File: src/verilog/id_pkg.sv
// RV32I base encodings only, so compressed, CSR and M opcodes decode as illegal in this stage
package id_pkg;

  //////////////////////////////////////////////////
  // Widths and instruction field positions
  //////////////////////////////////////////////////

  localparam int unsigned XLEN           = 32;
  localparam int unsigned REG_ADDR_W     = 5;
  localparam int unsigned NUM_READ_PORTS = 2;

  localparam int unsigned OPCODE_W   = 7;
  localparam int unsigned FUNCT3_W   = 3;
  localparam int unsigned RD_LSB     = 7;
  localparam int unsigned FUNCT3_LSB = 12;
  localparam int unsigned RS1_LSB    = 15;
  localparam int unsigned RS2_LSB    = 20;
  localparam int unsigned FUNCT7_LSB = 25;

  // Major opcodes
  localparam logic [OPCODE_W-1:0] OPC_OP     = 7'b0110011;
  localparam logic [OPCODE_W-1:0] OPC_OPIMM  = 7'b0010011;
  localparam logic [OPCODE_W-1:0] OPC_LUI    = 7'b0110111;
  localparam logic [OPCODE_W-1:0] OPC_AUIPC  = 7'b0010111;
  localparam logic [OPCODE_W-1:0] OPC_JAL    = 7'b1101111;
  localparam logic [OPCODE_W-1:0] OPC_JALR   = 7'b1100111;
  localparam logic [OPCODE_W-1:0] OPC_BRANCH = 7'b1100011;
  localparam logic [OPCODE_W-1:0] OPC_LOAD   = 7'b0000011;
  localparam logic [OPCODE_W-1:0] OPC_STORE  = 7'b0100011;

  //////////////////////////////////////////////////
  // Basic types and mux selects
  //////////////////////////////////////////////////

  typedef logic [REG_ADDR_W-1:0] reg_addr_t;
  typedef logic [XLEN-1:0]       word_t;

  // Arithmetic ops first, branch compares after
  typedef enum logic [4:0] {
    ALU_ADD, ALU_SUB, ALU_SLL, ALU_SLT, ALU_SLTU, ALU_XOR, ALU_SRL, ALU_SRA,
    ALU_OR,  ALU_AND, ALU_EQ,  ALU_NE,  ALU_LT,   ALU_GE,  ALU_LTU, ALU_GEU
  } alu_op_e;

  typedef enum logic [1:0] {OP_A_REG, OP_A_PC, OP_A_ZERO} op_a_sel_e;
  typedef enum logic [1:0] {OP_B_REG, OP_B_IMM, OP_B_PCINCR} op_b_sel_e;
  typedef enum logic       {OP_C_REGB, OP_C_BCH} op_c_sel_e;

  //////////////////////////////////////////////////
  // Stage structs
  //////////////////////////////////////////////////

  // From fetch
  typedef struct packed {
    logic  instr_valid;
    word_t pc;
    word_t instr;
  } if_id_t;

  // Write port of a later stage, used as forwarding source
  typedef struct packed {
    logic      we;
    reg_addr_t waddr;
    word_t     wdata;
  } wr_port_t;

  // Decoder result
  typedef struct packed {
    logic      alu_en;
    logic      alu_bch;
    logic      alu_jmp;
    logic      alu_jmpr;
    logic      lsu_en;
    logic      lsu_we;
    logic      lsu_sext;
    logic      rf_we;
    alu_op_e   alu_op;
    logic [1:0] lsu_size;
    op_a_sel_e op_a_sel;
    op_b_sel_e op_b_sel;
    op_c_sel_e op_c_sel;
    logic      illegal;
    word_t     imm_b;
    word_t     imm_sb;
  } dec_ctrl_t;

  // ID/EX pipeline register
  typedef struct packed {
    logic       valid;
    word_t      pc;
    word_t      pc_next;
    word_t      operand_a;
    word_t      operand_b;
    word_t      operand_c;
    logic       alu_en;
    logic       alu_bch;
    logic       alu_jmp;
    alu_op_e    alu_op;
    logic       lsu_en;
    logic       lsu_we;
    logic [1:0] lsu_size;
    logic       lsu_sext;
    logic       rf_we;
    reg_addr_t  rf_waddr;
    logic       illegal;
  } id_ex_t;

endpackage

File: src/verilog/id_decoder.sv
// Purely combinational; loads and stores leave alu_en clear, since EX forms the address in the LSU
`timescale 1ns/1ps

module id_decoder import id_pkg::*; (
  input  word_t     instr_i,
  output dec_ctrl_t ctrl_o
);

  logic [OPCODE_W-1:0] opcode;
  logic [FUNCT3_W-1:0] funct3;
  logic [6:0]          funct7;
  word_t               imm_i;
  word_t               imm_s;
  word_t               imm_sb;
  word_t               imm_u;
  word_t               imm_uj;
  alu_op_e             arith_op;
  logic                illegal;

  assign opcode = instr_i[OPCODE_W-1:0];
  assign funct3 = instr_i[FUNCT3_LSB +: FUNCT3_W];
  assign funct7 = instr_i[FUNCT7_LSB +: 7];

  // Sign extended immediates
  assign imm_i  = {{20{instr_i[31]}}, instr_i[31:20]};
  assign imm_s  = {{20{instr_i[31]}}, instr_i[31:25], instr_i[11:7]};
  assign imm_sb = {{19{instr_i[31]}}, instr_i[31], instr_i[7], instr_i[30:25], instr_i[11:8], 1'b0};
  assign imm_u  = {instr_i[31:12], 12'b0};
  assign imm_uj = {{12{instr_i[31]}}, instr_i[19:12], instr_i[20], instr_i[30:21], 1'b0};

  // Shared funct3 map of OP and OP-IMM
  // funct7 bit 5 picks SRA here, SUB is handled for OP only
  always_comb begin
    case (funct3)
      3'b000:  arith_op = ALU_ADD;
      3'b001:  arith_op = ALU_SLL;
      3'b010:  arith_op = ALU_SLT;
      3'b011:  arith_op = ALU_SLTU;
      3'b100:  arith_op = ALU_XOR;
      3'b101:  arith_op = funct7[5] ? ALU_SRA : ALU_SRL;
      3'b110:  arith_op = ALU_OR;
      default: arith_op = ALU_AND;
    endcase
  end

  always_comb begin
    ctrl_o          = '0;
    ctrl_o.alu_op   = ALU_ADD;
    ctrl_o.op_a_sel = OP_A_REG;
    ctrl_o.op_b_sel = OP_B_REG;
    ctrl_o.op_c_sel = OP_C_REGB;
    ctrl_o.imm_b    = imm_i;
    ctrl_o.imm_sb   = imm_sb;
    illegal         = 1'b0;

    case (opcode)
      OPC_OP: begin
        ctrl_o.alu_en = 1'b1;
        ctrl_o.rf_we  = 1'b1;
        ctrl_o.alu_op = (funct3 == 3'b000 && funct7[5]) ? ALU_SUB : arith_op;
        // Only ADD/SUB and SRL/SRA accept the alternate funct7
        illegal = !((funct7 == 7'b0000000) ||
                    (funct7 == 7'b0100000 && (funct3 == 3'b000 || funct3 == 3'b101)));
      end
      OPC_OPIMM: begin
        ctrl_o.alu_en   = 1'b1;
        ctrl_o.rf_we    = 1'b1;
        ctrl_o.alu_op   = arith_op;
        ctrl_o.op_b_sel = OP_B_IMM;
        // Shift immediates reuse the funct7 slot
        if (funct3 == 3'b001) begin
          illegal = (funct7 != 7'b0000000);
        end else if (funct3 == 3'b101) begin
          illegal = (funct7 != 7'b0000000) && (funct7 != 7'b0100000);
        end
      end
      OPC_LUI, OPC_AUIPC: begin
        ctrl_o.alu_en   = 1'b1;
        ctrl_o.rf_we    = 1'b1;
        ctrl_o.op_a_sel = (opcode == OPC_LUI) ? OP_A_ZERO : OP_A_PC;
        ctrl_o.op_b_sel = OP_B_IMM;
        ctrl_o.imm_b    = imm_u;
      end
      OPC_JAL, OPC_JALR: begin
        // Link address pc + 4 is computed in the ALU
        ctrl_o.alu_en   = 1'b1;
        ctrl_o.alu_jmp  = 1'b1;
        ctrl_o.alu_jmpr = (opcode == OPC_JALR);
        ctrl_o.rf_we    = 1'b1;
        ctrl_o.op_a_sel = OP_A_PC;
        ctrl_o.op_b_sel = OP_B_PCINCR;
        ctrl_o.imm_b    = (opcode == OPC_JAL) ? imm_uj : imm_i;
        illegal         = (opcode == OPC_JALR) && (funct3 != 3'b000);
      end
      OPC_BRANCH: begin
        ctrl_o.alu_en   = 1'b1;
        ctrl_o.alu_bch  = 1'b1;
        ctrl_o.op_c_sel = OP_C_BCH;
        case (funct3)
          3'b000:  ctrl_o.alu_op = ALU_EQ;
          3'b001:  ctrl_o.alu_op = ALU_NE;
          3'b100:  ctrl_o.alu_op = ALU_LT;
          3'b101:  ctrl_o.alu_op = ALU_GE;
          3'b110:  ctrl_o.alu_op = ALU_LTU;
          3'b111:  ctrl_o.alu_op = ALU_GEU;
          default: illegal       = 1'b1;
        endcase
      end
      OPC_LOAD: begin
        ctrl_o.lsu_en   = 1'b1;
        ctrl_o.rf_we    = 1'b1;
        ctrl_o.lsu_size = funct3[1:0];
        ctrl_o.lsu_sext = !funct3[2];
        ctrl_o.op_b_sel = OP_B_IMM;
        // LB LH LW LBU LHU
        illegal = (funct3[1:0] == 2'b11) || (funct3 == 3'b110);
      end
      OPC_STORE: begin
        ctrl_o.lsu_en   = 1'b1;
        ctrl_o.lsu_we   = 1'b1;
        ctrl_o.lsu_size = funct3[1:0];
        ctrl_o.op_b_sel = OP_B_IMM;
        ctrl_o.imm_b    = imm_s;
        illegal         = funct3[2] || (funct3[1:0] == 2'b11);
      end
      default: illegal = 1'b1;
    endcase

    // Unknown encodings must not start any unit or write the register file
    if (illegal) begin
      ctrl_o.alu_en   = 1'b0;
      ctrl_o.alu_bch  = 1'b0;
      ctrl_o.alu_jmp  = 1'b0;
      ctrl_o.alu_jmpr = 1'b0;
      ctrl_o.lsu_en   = 1'b0;
      ctrl_o.lsu_we   = 1'b0;
      ctrl_o.lsu_sext = 1'b0;
      ctrl_o.rf_we    = 1'b0;
    end
    ctrl_o.illegal = illegal;
  end

  // No write-back may leave ID for a flagged instruction
  always_comb begin
    assert (!(ctrl_o.illegal && ctrl_o.rf_we))
      else $error("illegal instruction with rf_we set");
  end

endmodule

File: src/verilog/id_operand_fwd.sv
// One read port; EX and WB write ports are compared here, register x0 always reads the file
`timescale 1ns/1ps

module id_operand_fwd import id_pkg::*; (
  input  reg_addr_t raddr_i,
  input  word_t     rf_rdata_i,
  input  wr_port_t  ex_wr_i,
  input  wr_port_t  wb_wr_i,
  output word_t     operand_o
);

  logic raddr_nz;
  logic ex_hit;
  logic wb_hit;

  // x0 is hardwired, never forward it
  assign raddr_nz = |raddr_i;

  assign ex_hit = raddr_nz && ex_wr_i.we && (ex_wr_i.waddr == raddr_i);
  assign wb_hit = raddr_nz && wb_wr_i.we && (wb_wr_i.waddr == raddr_i);

  // Youngest producer first
  always_comb begin
    if (ex_hit) begin
      operand_o = ex_wr_i.wdata;
    end else if (wb_hit) begin
      operand_o = wb_wr_i.wdata;
    end else begin
      operand_o = rf_rdata_i;
    end
  end

  // A read of x0 sees the file data whatever the later stages write
  always_comb begin
    if (!raddr_nz) begin
      assert (operand_o == rf_rdata_i)
        else $error("x0 read returned forwarded data");
    end
  end

endmodule

File: src/verilog/id_target.sv
// Targets assume 4-byte instructions; jmp_target_o is only meaningful while alu_jmp is set
`timescale 1ns/1ps

module id_target import id_pkg::*; (
  input  word_t     pc_i,
  input  dec_ctrl_t ctrl_i,
  input  word_t     rs1_i,
  output word_t     bch_target_o,
  output word_t     jmp_target_o,
  output word_t     pc_next_o
);

  word_t jmp_base;
  word_t jmp_sum;

  //////////////////////////////////////////////////
  // Branch target
  //////////////////////////////////////////////////

  // Decoder always presents the B immediate on imm_sb
  assign bch_target_o = pc_i + ctrl_i.imm_sb;

  //////////////////////////////////////////////////
  // Jump target
  //////////////////////////////////////////////////

  // JAL is pc relative, JALR uses the forwarded rs1
  assign jmp_base = ctrl_i.alu_jmpr ? rs1_i : pc_i;

  // imm_b holds the J immediate for JAL and the I immediate for JALR
  assign jmp_sum = jmp_base + ctrl_i.imm_b;

  // JALR clears bit 0 of the sum
  assign jmp_target_o = {jmp_sum[XLEN-1:1], jmp_sum[0] & ~ctrl_i.alu_jmpr};

  // Sequential PC, used by EX for not-taken branches
  assign pc_next_o = pc_i + XLEN'(4);

endmodule

File: src/verilog/id_ex_register.sv
// Operand A, pc_next and rf_waddr keep their old value when unused, so compare them only when used
`timescale 1ns/1ps

module id_ex_register import id_pkg::*; (
  input  logic      clk,
  input  logic      rst_n,
  input  if_id_t    if_id_i,
  input  dec_ctrl_t ctrl_i,
  input  word_t     rs1_i,
  input  word_t     rs2_i,
  input  word_t     bch_target_i,
  input  word_t     pc_next_i,
  input  logic      halt_id_i,
  input  logic      kill_id_i,
  input  logic      ex_ready_i,
  output logic      id_ready_o,
  output id_ex_t    id_ex_o
);

  word_t operand_a;
  word_t operand_b;
  word_t operand_c;
  logic  id_valid;
  logic  transfer;

  //////////////////////////////////////////////////
  // Operand muxes
  //////////////////////////////////////////////////

  always_comb begin
    case (ctrl_i.op_a_sel)
      OP_A_REG: operand_a = rs1_i;
      OP_A_PC:  operand_a = if_id_i.pc;
      default:  operand_a = '0;
    endcase
  end

  always_comb begin
    case (ctrl_i.op_b_sel)
      OP_B_IMM:    operand_b = ctrl_i.imm_b;
      OP_B_PCINCR: operand_b = XLEN'(4);
      default:     operand_b = rs2_i;
    endcase
  end

  // Store data or branch target
  assign operand_c = (ctrl_i.op_c_sel == OP_C_BCH) ? bch_target_i : rs2_i;

  //////////////////////////////////////////////////
  // Stage handshake
  //////////////////////////////////////////////////

  // A kill drains ID even when EX stalls
  assign id_ready_o = kill_id_i || (ex_ready_i && !halt_id_i);
  assign id_valid   = if_id_i.instr_valid && !halt_id_i && !kill_id_i;
  assign transfer   = id_valid && ex_ready_i;

  //////////////////////////////////////////////////
  // Pipeline register
  //////////////////////////////////////////////////

  always_ff @(posedge clk or negedge rst_n) begin
    if (!rst_n) begin
      id_ex_o <= '0;
    end else if (transfer) begin
      id_ex_o.valid <= 1'b1;
      id_ex_o.pc    <= if_id_i.pc;
      // LUI leaves operand A untouched
      if (ctrl_i.op_a_sel != OP_A_ZERO) begin
        id_ex_o.operand_a <= operand_a;
      end
      id_ex_o.operand_b <= operand_b;
      id_ex_o.operand_c <= operand_c;
      id_ex_o.alu_en    <= ctrl_i.alu_en;
      id_ex_o.alu_bch   <= ctrl_i.alu_bch;
      id_ex_o.alu_jmp   <= ctrl_i.alu_jmp;
      id_ex_o.alu_op    <= ctrl_i.alu_op;
      id_ex_o.lsu_en    <= ctrl_i.lsu_en;
      id_ex_o.lsu_we    <= ctrl_i.lsu_we;
      id_ex_o.lsu_size  <= ctrl_i.lsu_size;
      id_ex_o.lsu_sext  <= ctrl_i.lsu_sext;
      id_ex_o.rf_we     <= ctrl_i.rf_we;
      id_ex_o.illegal   <= ctrl_i.illegal;
      // Destination only matters with a write-back
      if (ctrl_i.rf_we) begin
        id_ex_o.rf_waddr <= if_id_i.instr[RD_LSB +: REG_ADDR_W];
      end
      // Fall-through PC only needed by branches
      if (ctrl_i.alu_en && ctrl_i.alu_bch) begin
        id_ex_o.pc_next <= pc_next_i;
      end
    end else if (ex_ready_i) begin
      // Bubble into EX
      id_ex_o.valid <= 1'b0;
    end
  end

  // EX back-pressure freezes the whole register
  assert property (@(posedge clk) disable iff (!rst_n) !ex_ready_i |=> $stable(id_ex_o))
    else $error("ID/EX changed while EX stalled");

endmodule

File: src/verilog/id_stage.sv
// Register file reads are combinational in the same cycle; forwarding compares only EX and WB
`timescale 1ns/1ps

module id_stage import id_pkg::*; (
  input  logic      clk,
  input  logic      rst_n,
  input  if_id_t    if_id_i,
  input  wr_port_t  ex_wr_i,
  input  wr_port_t  wb_wr_i,
  input  word_t     rf_rdata_i [NUM_READ_PORTS],
  output reg_addr_t rf_raddr_o [NUM_READ_PORTS],
  input  logic      halt_id_i,
  input  logic      kill_id_i,
  input  logic      ex_ready_i,
  output logic      id_ready_o,
  output word_t     jmp_target_o,
  output id_ex_t    id_ex_o
);

  dec_ctrl_t ctrl;
  word_t     operand_fw [NUM_READ_PORTS];
  word_t     bch_target;
  word_t     pc_next;

  // Port 0 reads rs1, port 1 reads rs2
  assign rf_raddr_o[0] = if_id_i.instr[RS1_LSB +: REG_ADDR_W];
  assign rf_raddr_o[1] = if_id_i.instr[RS2_LSB +: REG_ADDR_W];

  id_decoder u_decoder (
    .instr_i (if_id_i.instr),
    .ctrl_o  (ctrl)
  );

  // One forwarding unit per read port
  for (genvar i = 0; i < NUM_READ_PORTS; i++) begin : g_fwd
    id_operand_fwd u_fwd (
      .raddr_i    (rf_raddr_o[i]),
      .rf_rdata_i (rf_rdata_i[i]),
      .ex_wr_i    (ex_wr_i),
      .wb_wr_i    (wb_wr_i),
      .operand_o  (operand_fw[i])
    );
  end

  id_target u_target (
    .pc_i         (if_id_i.pc),
    .ctrl_i       (ctrl),
    .rs1_i        (operand_fw[0]),
    .bch_target_o (bch_target),
    .jmp_target_o (jmp_target_o),
    .pc_next_o    (pc_next)
  );

  id_ex_register u_id_ex (
    .clk          (clk),
    .rst_n        (rst_n),
    .if_id_i      (if_id_i),
    .ctrl_i       (ctrl),
    .rs1_i        (operand_fw[0]),
    .rs2_i        (operand_fw[1]),
    .bch_target_i (bch_target),
    .pc_next_i    (pc_next),
    .halt_id_i    (halt_id_i),
    .kill_id_i    (kill_id_i),
    .ex_ready_i   (ex_ready_i),
    .id_ready_o   (id_ready_o),
    .id_ex_o      (id_ex_o)
  );

endmodule

File: config.mk
export PLATFORM = sky130hd
export DESIGN_NAME = id_stage
export DESIGN_NICKNAME = d
export VERILOG_FILES = /design/src/verilog/id_pkg.sv /design/src/verilog/id_decoder.sv /design/src/verilog/id_operand_fwd.sv /design/src/verilog/id_target.sv /design/src/verilog/id_ex_register.sv /design/src/verilog/id_stage.sv
export SDC_FILE = /design/constraint.sdc
export NUM_CORES = 1
export LEC_CHECK = 0
export ABC_CLOCK_PERIOD_IN_PS = 5500
export BUFFER_PORTS_ARGS = -buffer_cell sky130_fd_sc_hd__buf_2
export CAP_MARGIN = 20
export CORE_MARGIN = 5
export CORE_UTILIZATION = 47
export DETAILED_ROUTE_END_ITERATION = 8
export PLACE_DENSITY = 0.75
export SETUP_SLACK_MARGIN = 0.05
export SYNTH_ARGS = -nofsm -noshare
export SYNTH_HDL_FRONTEND = slang
export SYNTH_SLANG_ARGS = --single-unit
File: constraint.sdc
create_clock -name clk -period 5.5 [get_ports clk]
set_input_delay 1.1 -clock clk [delete_from_list [all_inputs] [get_ports clk]]
set_output_delay 1.1 -clock clk [all_outputs]
set_load 0.02 [all_outputs]
Word-level counts from Yosys, hierarchy flattened --
Index checks and enable logic that the tools add are counted.
Word-level totals: register bits after elaboration 181, input port bits 210, output and inout bits 224, logic and storage cells 126
Cells by class: add/subtract/negate cells 3, equality and inequality tests 27, multiplexer cells 33, bitwise operators 2, reductions and logical operators 44
Operators by type and width (count):
- $mux W32 | 6
- $pmux W32 S2 | 2
- $pmux W31 S3 | 1
- $add A32 B32 Y32 | 2
- $pmux W5 S7 | 1
- $add A32 B3 Y32 const B | 1
- $eq A7 B6 Y1 const B | 4
- $pmux W4 S6 | 1
- $eq A7 B7 Y1 const B | 3
- $eq A5 B5 Y1 | 4
- $mux W20 | 1
- $logic_and A1 B1 Y1 | 17
- $pmux W5 S3 | 1
- $reduce_or A5 Y1 | 3
- $eq A7 B5 Y1 const B | 2
- $reduce_or A7 Y1 | 2
- $eq A3 B3 Y1 const B | 4
- $mux W1 | 12
- $mux W8 | 1
- $pmux W2 S2 | 2
- $eq A7 B2 Y1 const B | 1
- $logic_not A7 Y1 | 1
- $ne A7 B6 Y1 const B | 1
- $pmux W1 S7 | 1
- 19 further kinds | 35

Longest topological paths before layout --
depth in word-level cells 10, gate-level depth with buffers 20, gate-level depth less buffers 19

By module --
Synthesis repeated with hierarchy kept, for this count alone.
Unflattened totals: cells, all modules 1746, area total of the unflattened synthesis 14779.2 um2
By module, submodules not included:
- id_ex_register | times used 1, cells an instance 682, area each 7663.6 um2, sequential area each 4529.3 um2
- id_target | times used 1, cells an instance 540, area each 3971.3 um2, sequential area each 0.0 um2
- id_operand_fwd | times used 2, cells an instance 169, area each 948.4 um2, sequential area each 0.0 um2
- id_decoder | times used 1, cells an instance 176, area each 1172.4 um2, sequential area each 0.0 um2
- id_stage | times used 1, cells an instance 10, area each 75.1 um2, sequential area each 0.0 um2

Least setup slack after synthesis --
OpenSTA, ideal clock, no wires.
kind input to output, from input port if_id_i[15] (netlist name), to output port jmp_target_o[28], data arrival time 4894 ps, data required time 4400 ps, slack -494 ps, stages on the path 19, buffers on the path 1, path through or4_1 > nor2_1 > nor4_2 > buf_2 > mux2i_1 > nor2_1 > a21oi_1 > o21ai_0 > ha_1 > fa_1 > a21oi_1 > o21ai_1 > a31o_1 > a32oi_1 > o311a_1 > o311ai_2 > a31o_1 > a21oi_1 > xnor2_1
On the way: longest elaborated chain between the ends 7, elaborated cells on any way between the ends 13, those cells by class add/sub (1); eq/ne (2); mux (5); reduce/logical (5)
Ends and longest elaborated chain:
- start: declaration | RTL line id_stage.sv:7 | input if_id_t if_id_i,
- $reduce_or A5 Y1 | RTL line id_operand_fwd.sv:17 | assign raddr_nz = |raddr_i;
- $logic_and A1 B1 Y1 (2 in series) | RTL line id_operand_fwd.sv:20 | assign wb_hit = raddr_nz && wb_wr_i.we && (wb_wr_i.waddr == raddr_i);
- $mux W32 | RTL line id_operand_fwd.sv:26 | end else if (wb_hit) begin
- $mux W32 | RTL line id_operand_fwd.sv:24 | if (ex_hit) begin
- $mux W32 | RTL line id_target.sv:28 | assign jmp_base = ctrl_i.alu_jmpr ? rs1_i : pc_i;
- $add A32 B32 Y32 * | RTL line id_target.sv:31 | assign jmp_sum = jmp_base + ctrl_i.imm_b;
- end: declaration | RTL line id_stage.sv:16 | output word_t jmp_target_o,
Mark *: on every way between the ends. The rest lies on a longest branch, timed or not.

Worst setup path after layout --
from input port if_id_i[15] (netlist name), to output port jmp_target_o[31]
The elaborated chain is that of the path after synthesis.

==> impl_results.md <==
- GPL Wtd Cong: 0.951
- Post-DRT Antenna Nets: 0
- Largest regs: u_id_ex.id_ex_o x180
- Synth async-reset ratio: 1.00
- Register with the most flip-flops: u_id_ex.id_ex_o
- Max Cap Viol: 0
- Failing checks: negative setup slack
- DR DRC count: 0
- Max FFs per register: 180
- Syn nets: 1961
- Final setup margin: -0.849 ns
- Global-route wire length before repair: 87500 µm
- RR Endpoint: u_id_ex.id_ex_o[2]$_DFFE_PN0P_
- Critical Path, Cell by Cell: buf_8 -> buf_6 -> or4_4 -> nor2_4 -> nor4_4 -> buf_12 -> buf_6 -> mux2i_2 -> nor2_1 -> a21oi_2 -> o21ai_1 -> ha_1 -> a21o_1 -> a221oi_4 -> o21ai_2 -> or2_1 -> o211a_4 -> o31ai_4 -> o21ai_2 -> a21oi_2 -> xnor2_2 -> buf_4
- Clk buf depth: 2
- Routed WL: 60200 µm
- Total power: slightly below 5 mW
- Hold depth: 2
- CP max FO: 5
- Synth Cell Area: 13500 µm²
- # IOs: 434
- Worst VDD drop: 206 µV
- Worst R2R Path Depth: 1
- Synth top cells by count: nand2_1 (293), nor2_1 (184), dfrtp_1 (180), a21oi_1 (146), o21ai_0 (101)
- Clk sink count: 180
- Highest-delay cell along the critical path: or4_4
- Min-Delay Endpoint: u_id_ex.id_ex_o[178]$_DFFE_PN0P_
- Required time of the critical path: between 4 and 5 ns
- Synthesized netlist cell count: 1681
- Setup WS pre-CTS: -1.01 ns
- Final Hold Fails: 0
- Period minus WS final: 6.35 ns
- Pwr/cell area: 261 nW/µm²
- Routed vias: 15300
- Die height: 179 µm
- Post-DR wirelength/cell: 22.7 µm
- Root buf cell: clkbuf_16
- Initial DRT Pass Iterations: 5
- Least-Margin Pin Slew: 1.07 ns
- CTS tree: built
- Leak Pwr: around 9.6 nW
- Cts hold-fix bufs: 0
- Slew margin rel.: 0.285
- GR Overflow Total: 0
- Die ar.: 32100 µm²
- Die Width: 179 µm
- Crit end category: output port
- Post-Syn Area per Cell: 8.00 µm²
- RSZ-0062 raised after global routing: yes
- Fill cells: 2492
- Core area: 28500 µm²
- Hold Crit Class: reg -> reg
- Max stage delay on crit path: 0.55 ns
- R2R Setup Slk: 4.71 ns
- Vias in the first global route: 14900
- Hold_ws: 0.472 ns
- Prevailing post-synth register cell: dfrtp_1
- Most numerous cell in the Yosys netlist: nand2_1
- Area contributors post-synth: dfrtp_1 (33%), nand2_1 (8.2%), ha_1 (6.3%)
- Setup Skew: 0 ns
- Detail Placement HPWL: 46900 µm
- Port bufs: 432
- # setup viols final: 24
- Largest net degree at the start of global routing: 95
- Hold Path Origin: u_id_ex.id_ex_o[178]$_DFFE_PN0P_
- Critical path class: in -> out
- Cell taking the most area after synthesis: dfrtp_1
- Cts bufs inserted: 17
- Rows: 62
- Worst-path clk slew: ~0.070 ns
- Distinct cell type count after synthesis: 75
- Status: finished, violations left
- Drt initial violations: 1211
- Worst flop-to-flop path startpoint: u_id_ex.id_ex_o[2]$_DFFE_PN0P_
- Ys Warns: 0
- Vias per cell: 5.76
- Fmax: 158 MHz
- Clk_lat worst skew: about 0.44 ns
- Element type at the critical path start: input port
- Area delta synth->final: 39.8%
- Number of synthesized flops with an enable pin: 0
- Nets: approximately 2500
- Seq cells post-synth: 180
- Area share of the largest cell type after synthesis: 0.335
- Tcrit/Tclk final: 1.15
- Pins Over Slew Limit: 0
- # H-tree levels: 4
- Sequential area share after synthesis: 0.335
- Area post-placement: 17500 µm²
- Final Instance Area: 18800 µm²
- Crit path DAT: approximately 5.3 ns
- GRT Overall Usage: 0.361
- Antenna violations before repair: 4
- Initial core utilization: 0.473
- Layout Utilization: 0.661
- Layout cells sized above 1: 0.354
area by class of cell:
type | count | area (µm²) | area share
antenna | 5 | 12.5 | 0.000665
timing repair buffer | 664 | 4170 | 0.222
multi-input combinational | 1364 | 8950 | 0.476
clock buffer | 20 | 447 | 0.0237
inverter | 29 | 109 | 0.00579
sequential | 180 | 4500 | 0.239
clock inverter | 11 | 138 | 0.00732
tap | 384 | 480 | 0.0255
layer usage:
metal	global-route usage	wire [µm]	part of all wire	vias up
met5	0	0	0	-
met4	0.187	3380	0.056	0
met3	0.0751	4810	0.080	158
met2	0.618	29000	0.48	788
met1	0.427	23000	0.38	7304
li1	-	-	-	7054
critical path, delay by kind of cell:
kind,cells,cell delay (ns)
AOI/OAI and AO/OA,9,1.72
adders and majority gates,1,0.21
buffers and inverters,5,0.69
and+or+nand+nor,5,1.13
muxes,1,0.22
xor gates and xnor gates,1,0.18
cell families (layout without fill, tap and decap cells):
logic type	count (synthesis)	in the layout	share of synthesized area
DFF	180	180	0.335
muxes	84	84	0.0634
xor gates and xnor gates	100	100	0.0651
buffers and inverters	137	724	0.0436
adders and majority gates	70	70	0.0662
and+or+nand+nor	610	610	0.194
AOI/OAI and AO/OA	499	499	0.233
other	1	6	0.000279
worst max-delay path by stage:
| stage | cells after the start | slack (ns) | from | endpoint |
|---|---|---|---|---|
| final | 22 | -0.85 | if_id_i[15] | jmp_target_o[31] |
| after floorplan | 18 | -0.21 | wb_wr_i[35] | jmp_target_o[31] |
| after global routing | 22 | -1.01 | if_id_i[15] | jmp_target_o[31] |
| after detailed placement | 20 | -1.01 | wb_wr_i[35] | jmp_target_o[31] |
| after CTS | 22 | -0.80 | if_id_i[15] | jmp_target_o[31] |
| after global placement | 20 | -0.85 | wb_wr_i[34] | jmp_target_o[31] |
per-stage QoR:
| stage | TNS, ns | cells |
|---|---|---|
| global placement | -13.39 | 2597 |
| CTS | -10.91 | 2647 |
| global route | -16.54 | 2655 |
| finish | -12.91 | 2657 |
| floorplan | -1.09 | 1681 |
| detailed placement | -16.22 | 2597 |
layout by cell type, fill, tap and decap left out, types with 16 or more instances in the layout:
cell type and instances:
a21o_1 46, a21oi_1 118, a21oi_2 27, a221oi_1 28
a2bb2oi_1 35, buf_2 403, buf_4 227, buf_6 25
clkbuf_16 17, dfrtp_1 180, ha_1 64, inv_1 29
mux2i_1 74, nand2_1 291, nand3_1 28, nor2_1 179
nor3_1 16, o21ai_0 84, o21ai_1 72, xnor2_1 41
xnor2_2 16, xor2_1 35
what timing repair did:
item	CTS	global route
setup buffers	20	6
gates resized for setup	98	32
setup endpoints to repair	26	26
pin swaps	23	23
power breakdown:
| part | total (mW) | internal, mW | leakage, nW | switching (mW) |
|---|---|---|---|---|
| clock | 1.27 | 0.691 | 0.288 | 0.577 |
| sequential | 1.63 | 1.52 | 2.24 | 0.112 |
| combinational | 2.00 | 0.790 | 7.08 | 1.21 |
Power figures use the tool's default switching activity.
